File: src/rtl/rename_ckpt_pkg.sv
`default_nettype none

package rename_ckpt_pkg;

    localparam int NUM_ARCH = 32;                       // RV32 integer registers
    localparam int PHYS_W   = 6;                        // Physical tag width

    typedef logic [31:0]              pc_t;             // Program counter
    typedef logic [6:0]               opcode_t;         // Major opcode field
    typedef logic [4:0]               arch_reg_t;       // x0..x31
    typedef logic [PHYS_W-1:0]        phys_tag_t;       // Physical register tag
    typedef logic [NUM_ARCH*PHYS_W-1:0] rat_vec_t;      // Whole map, entry i at i*PHYS_W

    localparam opcode_t OP_JAL    = 7'b1101111;         // Direct jump
    localparam opcode_t OP_JALR   = 7'b1100111;         // Indirect jump
    localparam opcode_t OP_BRANCH = 7'b1100011;         // Conditional branches

    // Map after reset: register i holds tag i
    function automatic rat_vec_t reset_map();
        rat_vec_t m;
        m = '0;
        for (int i = 0; i < NUM_ARCH; i++) begin
            m[i*PHYS_W +: PHYS_W] = PHYS_W'(i);         // Identity entry
        end
        return m;
    endfunction

endpackage

`default_nettype wire

File: src/rtl/branch_buffer.sv
`timescale 1ns/1ps
`default_nettype none

module branch_buffer #(
    parameter int BB_DEPTH = 8,                         // Slots, power of two
    localparam int IDX_W   = $clog2(BB_DEPTH)           // Slot index width
) (
    input  logic                     clk,
    input  logic                     rst,
    input  rename_ckpt_pkg::opcode_t opcode,            // Decoded instruction opcode
    input  rename_ckpt_pkg::pc_t     dec_pc,            // PC of decoded instruction
    input  logic                     resolve_en,        // Resolution strobe
    input  rename_ckpt_pkg::pc_t     resolve_pc,        // PC of resolved branch
    input  logic                     redirect,          // Mispredicted
    output logic                     alloc_en,          // Take checkpoint this edge
    output logic [IDX_W-1:0]         alloc_slot,        // Checkpoint target slot
    output logic                     restore_en,        // One-cycle restore pulse
    output logic [IDX_W-1:0]         restore_slot,      // Slot to restore from
    output logic                     bb_full            // No free slot
);

    localparam int CNT_W = $clog2(BB_DEPTH + 1);        // Holds 0..BB_DEPTH

    rename_ckpt_pkg::pc_t slot_pc [BB_DEPTH];           // Branch PC per slot
    logic [BB_DEPTH-1:0]  slot_valid;                   // Slot in flight
    logic [BB_DEPTH-1:0]  slot_ready;                   // Redirect seen, waits for head
    logic [BB_DEPTH-1:0]  redir_hit;                    // Redirect matches slot
    logic [IDX_W-1:0]     head;                         // Oldest branch
    logic [IDX_W-1:0]     tail;                         // Next free slot
    logic [CNT_W-1:0]     count;                        // Slots in use
    logic                 is_ctrl;                      // JAL, JALR or branch
    logic                 head_hit;                     // Resolution names the head
    logic                 free_head;                    // Head predicted correctly
    logic                 restore_take;                 // Start a restore this edge

    assign is_ctrl = (opcode == rename_ckpt_pkg::OP_JAL) ||
                     (opcode == rename_ckpt_pkg::OP_JALR) ||
                     (opcode == rename_ckpt_pkg::OP_BRANCH);

    assign bb_full    = (count == CNT_W'(BB_DEPTH));
    assign alloc_en   = is_ctrl && !bb_full;             // Dropped when full
    assign alloc_slot = tail;

    assign head_hit  = resolve_en && slot_valid[head] && (slot_pc[head] == resolve_pc);
    assign free_head = head_hit && !redirect;

    // Head marked earlier, or mispredict lands on head right now
    assign restore_take = (slot_valid[head] && slot_ready[head]) || (head_hit && redirect);

    always_comb begin
        for (int i = 0; i < BB_DEPTH; i++) begin
            redir_hit[i] = resolve_en && redirect && slot_valid[i] &&
                           (slot_pc[i] == resolve_pc);  // Any tracked branch
        end
    end

    // PC storage, payload only
    always_ff @(posedge clk) begin
        if (alloc_en) begin
            slot_pc[tail] <= dec_pc;
        end
    end

    always_ff @(posedge clk or posedge rst) begin
        if (rst) begin
            head         <= '0;
            tail         <= '0;
            count        <= '0;
            slot_valid   <= '0;
            slot_ready   <= '0;
            restore_en   <= 1'b0;
            restore_slot <= '0;
        end else begin
            restore_en <= restore_take;                 // Pulse, buffer empty next cycle
            if (restore_take) begin
                restore_slot <= head;                   // Snapshot of the mispredicted branch
                slot_valid   <= '0;                     // Younger branches squashed
                slot_ready   <= '0;
                head         <= '0;
                tail         <= '0;
                count        <= '0;                     // Wins over allocation
            end else begin
                slot_ready <= slot_ready | redir_hit;   // Mark for later restore
                if (free_head) begin
                    slot_valid[head] <= 1'b0;           // Retire head slot
                    head             <= head + 1'b1;
                end
                if (alloc_en) begin
                    slot_valid[tail] <= 1'b1;
                    slot_ready[tail] <= 1'b0;           // Fresh slot, no redirect yet
                    tail             <= tail + 1'b1;
                end
                count <= count + CNT_W'(alloc_en) - CNT_W'(free_head);
            end
        end
    end

endmodule

`default_nettype wire

File: src/rtl/rat_checkpoint.sv
`timescale 1ns/1ps
`default_nettype none

module rat_checkpoint #(
    parameter int BB_DEPTH = 8,                         // One snapshot per branch slot
    localparam int IDX_W   = $clog2(BB_DEPTH)
) (
    input  logic                      clk,
    input  logic                      rst,
    input  logic                      alloc_en,         // Capture strobe
    input  logic [IDX_W-1:0]          alloc_slot,       // Capture slot
    input  rename_ckpt_pkg::rat_vec_t snap_vec,         // Next-state map from table
    input  logic [IDX_W-1:0]          restore_slot,     // Read slot
    output rename_ckpt_pkg::rat_vec_t restore_vec       // Snapshot for restore
);

    rename_ckpt_pkg::rat_vec_t snap_mem [BB_DEPTH];     // Snapshot storage

    // Written at the allocating edge
    always_ff @(posedge clk) begin
        if (alloc_en) begin
            snap_mem[alloc_slot] <= snap_vec;
        end
    end

    // Async read of the slot named with the restore pulse
    assign restore_vec = snap_mem[restore_slot];

endmodule

`default_nettype wire

File: src/rtl/rename_ckpt_top.sv
`timescale 1ns/1ps
`default_nettype none

module rename_ckpt_top #(
    parameter int BB_DEPTH = 8,                         // Branch slots in flight
    localparam int IDX_W   = $clog2(BB_DEPTH)
) (
    input  logic                       clk,
    input  logic                       rst,
    input  rename_ckpt_pkg::opcode_t   opcode,          // From decode
    input  rename_ckpt_pkg::pc_t       dec_pc,
    input  logic                       rd_we,
    input  rename_ckpt_pkg::arch_reg_t rd_addr,
    input  rename_ckpt_pkg::phys_tag_t rd_tag,          // Supplied by environment
    input  rename_ckpt_pkg::arch_reg_t rs1_addr,
    input  rename_ckpt_pkg::arch_reg_t rs2_addr,
    input  logic                       resolve_en,      // From branch unit
    input  rename_ckpt_pkg::pc_t       resolve_pc,
    input  logic                       redirect,
    output rename_ckpt_pkg::phys_tag_t rs1_tag,
    output rename_ckpt_pkg::phys_tag_t rs2_tag,
    output logic                       bb_full,         // Stall decode on branches
    output logic                       restore_en       // Recovery in progress
);

    logic                      alloc_en;
    logic [IDX_W-1:0]          alloc_slot;
    logic [IDX_W-1:0]          restore_slot;
    rename_ckpt_pkg::rat_vec_t snap_vec;                // Table to store
    rename_ckpt_pkg::rat_vec_t restore_vec;             // Store to table

    branch_buffer #(.BB_DEPTH(BB_DEPTH)) u_bb (
        .clk          (clk),
        .rst          (rst),
        .opcode       (opcode),
        .dec_pc       (dec_pc),
        .resolve_en   (resolve_en),
        .resolve_pc   (resolve_pc),
        .redirect     (redirect),
        .alloc_en     (alloc_en),
        .alloc_slot   (alloc_slot),
        .restore_en   (restore_en),
        .restore_slot (restore_slot),
        .bb_full      (bb_full)
    );

    rat_checkpoint #(.BB_DEPTH(BB_DEPTH)) u_ckpt (
        .clk          (clk),
        .rst          (rst),
        .alloc_en     (alloc_en),
        .alloc_slot   (alloc_slot),
        .snap_vec     (snap_vec),
        .restore_slot (restore_slot),
        .restore_vec  (restore_vec)
    );

    rename_table u_rat (
        .clk         (clk),
        .rst         (rst),
        .rd_we       (rd_we),
        .rd_addr     (rd_addr),
        .rd_tag      (rd_tag),
        .rs1_addr    (rs1_addr),
        .rs2_addr    (rs2_addr),
        .restore_en  (restore_en),
        .restore_vec (restore_vec),
        .rs1_tag     (rs1_tag),
        .rs2_tag     (rs2_tag),
        .snap_vec    (snap_vec)
    );

endmodule

`default_nettype wire

File: src/rtl/rename_table.sv
`timescale 1ns/1ps
`default_nettype none

module rename_table (
    input  logic                       clk,
    input  logic                       rst,
    input  logic                       rd_we,           // Rename write strobe
    input  rename_ckpt_pkg::arch_reg_t rd_addr,         // Destination register
    input  rename_ckpt_pkg::phys_tag_t rd_tag,          // New tag for rd
    input  rename_ckpt_pkg::arch_reg_t rs1_addr,
    input  rename_ckpt_pkg::arch_reg_t rs2_addr,
    input  logic                       restore_en,      // Load whole map
    input  rename_ckpt_pkg::rat_vec_t  restore_vec,     // Map to load
    output rename_ckpt_pkg::phys_tag_t rs1_tag,
    output rename_ckpt_pkg::phys_tag_t rs2_tag,
    output rename_ckpt_pkg::rat_vec_t  snap_vec         // Next-state map
);

    localparam int PW = rename_ckpt_pkg::PHYS_W;

    rename_ckpt_pkg::rat_vec_t map_q;                   // Current map
    rename_ckpt_pkg::rat_vec_t map_d;                   // Map after this edge

    always_comb begin
        map_d = map_q;
        if (restore_en) begin
            map_d = restore_vec;                        // Restore overrides the write
        end else if (rd_we && (rd_addr != '0)) begin
            map_d[rd_addr*PW +: PW] = rd_tag;           // x0 never renamed
        end
        map_d[0 +: PW] = '0;                            // x0 pinned to tag 0
    end

    always_ff @(posedge clk or posedge rst) begin
        if (rst) begin
            map_q <= rename_ckpt_pkg::reset_map();      // x_i -> p_i
        end else begin
            map_q <= map_d;
        end
    end

    // Lookups from current map
    assign rs1_tag = (rs1_addr == '0) ? '0 : map_q[rs1_addr*PW +: PW];
    assign rs2_tag = (rs2_addr == '0) ? '0 : map_q[rs2_addr*PW +: PW];

    // Checkpoint sees same-cycle write, e.g. JAL link register
    assign snap_vec = map_d;

endmodule

`default_nettype wire

File: config.mk
export PLATFORM = sky130hd
export DESIGN_NAME = rename_ckpt_top
export DESIGN_NICKNAME = d
export VERILOG_FILES = /design/src/rtl/rename_ckpt_pkg.sv /design/src/rtl/branch_buffer.sv /design/src/rtl/rat_checkpoint.sv /design/src/rtl/rename_ckpt_top.sv /design/src/rtl/rename_table.sv
export SDC_FILE = /design/constraint.sdc
export NUM_CORES = 2
export LEC_CHECK = 0
export CAP_MARGIN = 10
export CORE_AREA = 5 5 309 462
export DETAILED_ROUTE_END_ITERATION = 16
export DIE_AREA = 0 0 314 467
export DONT_BUFFER_PORTS = 1
export PLACE_DENSITY = 0.79
export SYNTH_ARGS = -nofsm -noshare
export SYNTH_HDL_FRONTEND = slang
export SYNTH_HIERARCHICAL = 1
export SYNTH_SLANG_ARGS = --single-unit
File: constraint.sdc
create_clock -name clk -period 21.2 [get_ports clk]
set_clock_uncertainty 0.2 [all_clocks]
set_input_delay 1.06 -clock clk [delete_from_list [all_inputs] [get_ports clk]]
set_output_delay 1.06 -clock clk [all_outputs]
set_load 0.005 [all_outputs]
==> results_dict.tcl <==
set metrics [dict create \
    crit_buf_inv 3 \
    met1Wirelength_mm 78.90 \
    critPathMaxFanout 66 \
    cp-start-kind "register" \
    grt_pass1_wl_mm 355.0 \
    grt_pass1_vias 48840 \
    r2r_cells 15 \
    cts_sinks 1960 \
    pwr-share-seq_pct 54.0 \
    worstPathRequired_ns 21.68 \
    combPwrFrac_pct 10.5 \
    path_cells "buf_4 > inv_2 > a21oi_1 > a211oi_1 > or4_1 > a2111o_1 > nand3b_1 > nor4_1 > ha_1 > inv_1 > ha_1 > a21o_1 > a21oi_1 > xor2_1 > nor2_1" \
    synth_area_per_cell_sq_um 18.42 \
    synth_nets 4769 \
    synth_area_sq_um 85720 \
    min_period_over_period_pct 29.95 \
    cp.arrival_ns 6.83 \
    hpwl_mm 152.6 \
    ios 111 \
    wl_per_cell_microns 38.10 \
    worstReg2RegStart "u_bb/head[2]" \
    synthesis.instances 4653 \
    drt_iter0_markers 6405 \
    rsz0062_at_grt "false" \
    hold_violations 0 \
    drv_cap 0 \
    tightest_slew_ns 1.363 \
    pwr-share-clk_pct 35.5 \
    coreArea_sq_um 137900 \
    cts_max_path_buffers 3 \
    std_cell_rows 167 \
    routed_via_density 7.438 \
    drc 0 \
    dr_wl_met3_mm 29.27 \
    cts_made_buffers 173 \
    cp_top_family "simple AND/OR/NAND/NOR gates" \
    p_per_area_nw_per_um2 96.44 \
    grt_start_max_net_pins 156 \
    clk_pin_slew_ns 0.07 \
    worst_setup_path_end_kind "register" \
    cpMaxStageDelayCell "dfrtp_4" \
    gp_congestion 1.005 \
    chipWidth_microns 314 \
    fin_crit_ns 6.350 \
    rrSetupSlack_ns 14.85 \
    ant_nets 0 \
    insertion_delay_ns 0.84 \
    cts_root_buffer "clkbuf_16" \
    cts_resized 0 \
    start_util_pct 62.16 \
    fin_tns_setup_ns 0 \
    switching_power_w 0.002269 \
    portBuffers 0 \
    syn2layout_area_growth_pct 8.756 \
    rr_endpoint "u_bb/count[3]" \
    drive_gt1_share_pct 20.91 \
    critPathKind "reg -> reg" \
    utilization_pct 67.60 \
    vias 48930 \
    routed_wl_mm 250.7 \
    synth_warnings 6 \
    antenna_found_initial 16 \
    wl_met2_mm 117.3 \
    final_max_slew_viol_count 0 \
    die_area_sq_um 146600 \
    max_clock_freq_mhz 157.5 \
    hp-class "in -> async" \
    cts.htree.levels 4 \
    dr.max_layer_used "met5" \
    track_usage_pct 34.08 \
    first_pass_iters 9 \
    status "finished, final reports clean" \
    cts_tree "yes" \
    p_sw_share_pct 25.24 \
    relSlewSlack_pct 8.349 \
    finalNetCount 4757 \
    grt-ovfl-total 0 \
    critPathMaxStageDelay_ns 1.12 \
    irDropWorstVdd_v 0.0001021 \
    power_leakage_nw 30.53 \
    intPower_w 0.006721 \
    die_h_microns 467 \
    setup_viol 0 \
]
## final cells by class
class,count,area (sq um)
flip-flops and latches,1960,57900
fillers,8564,44680
multi-input cells,2306,26070
clock buffers,227,4715
well taps,1774,2220
clock inverters,98,1037
repair buffers,112,917.1
inverters,88,337.8
diodes,14,35.03
## how the worst max path moves through the flow
stage / startpoint / to / cells after the start
6_report: u_bb/head[2] / u_bb/count[3] / 15
5_1_grt: u_bb/restore_slot[0] / u_ckpt/snap_mem[0][97] / 8
4_1_cts: u_bb/restore_slot[0] / u_ckpt/snap_mem[3][97] / 8
3_5_place_dp: rd_addr[0] / u_ckpt/snap_mem[3][189] / 12
3_3_place_gp: rd_addr[0] / u_ckpt/snap_mem[2][189] / 12
2_1_floorplan: opcode[2] / u_ckpt/snap_mem[4][100] / 5
## power by group through the flow
| stage | logic (W) | clock network, W | registers [W] |
|---|---|---|---|
| floorplan | 0.000587 | 0 | 0.00479 |
| global placement | 0.000855 | 0 | 0.00490 |
| detailed placement | 0.000899 | 0 | 0.00491 |
| CTS | 0.000911 | 0.00322 | 0.00484 |
| global route | 0.000990 | 0.00340 | 0.00485 |
| finish | 0.000947 | 0.00319 | 0.00486 |
## per-layer routing
metal  GRT usage, %  vias to the layer above
met5              0                        -
met3          9.765                     1032
met4          26.83                        8
li1               -                    19270
met2          52.95                     3673
met1          40.24                    24950
## stage by stage
stage          hold WS (ns)  area (sq um)  instances  total power (W)  setup slack, ns
2_1_floorplan        0.2562         85720       4653         0.005377            5.342
3_3_place_gp         0.3328         87390       6234         0.005757            14.91
3_5_place_dp         0.3541         87400       6235         0.005812            14.65
4_1_cts             0.01115         93160       6561         0.008967            14.94
5_1_grt             0.05262         93190       6566         0.009235            14.66
6_report            0.04378         93230       6579         0.008991            14.85
## state kept, by name, indices dropped and copies added (netlist names)
| signal | count |
|---|---|
| u_ckpt/snap_mem | 1488 |
| u_bb/alloc_slot | 3 |
| u_bb/slot_ready | 8 |
| u_bb/head | 3 |
| u_rat/map_q | 186 |
| u_bb/slot_pc | 256 |
| u_bb/count | 4 |
| u_bb/restore_en | 1 |
| u_bb/slot_valid | 8 |
| u_bb/restore_slot | 3 |
## cell usage in the layout (no fill, tap or decap), types with 20 or more instances in the layout
cell type     n
nor2b_1      20
edfxtp_1   1744
a22o_1       44
clkinv_2     32
xor2_1      170
xnor2_1     111
nand4_1      58
clkinv_1     26
nand2_1     164
dfstp_2      80
o21ai_0      45
a21o_1       33
nand3_1      51
mux4_2      245
buf_4       102
and3_1       24
mux2_2      222
clkbuf_16   175
inv_1        83
mux2i_1      77
clkbuf_1     38
a22oi_1      33
a21oi_1      61
o211ai_1     46
nor3_1       45
a221o_1      80
mux4_1      239
nor3b_1      49
nor4_1       59
dfrtp_1     130
o221ai_1     32
nor2_1       86
## repair_timing
action                    4_1_cts  5_1_grt
hold endpoints to repair       12        0
hold buffers                    1        0
buffers inserted                0        0
Power figures use the tool's default switching activity.
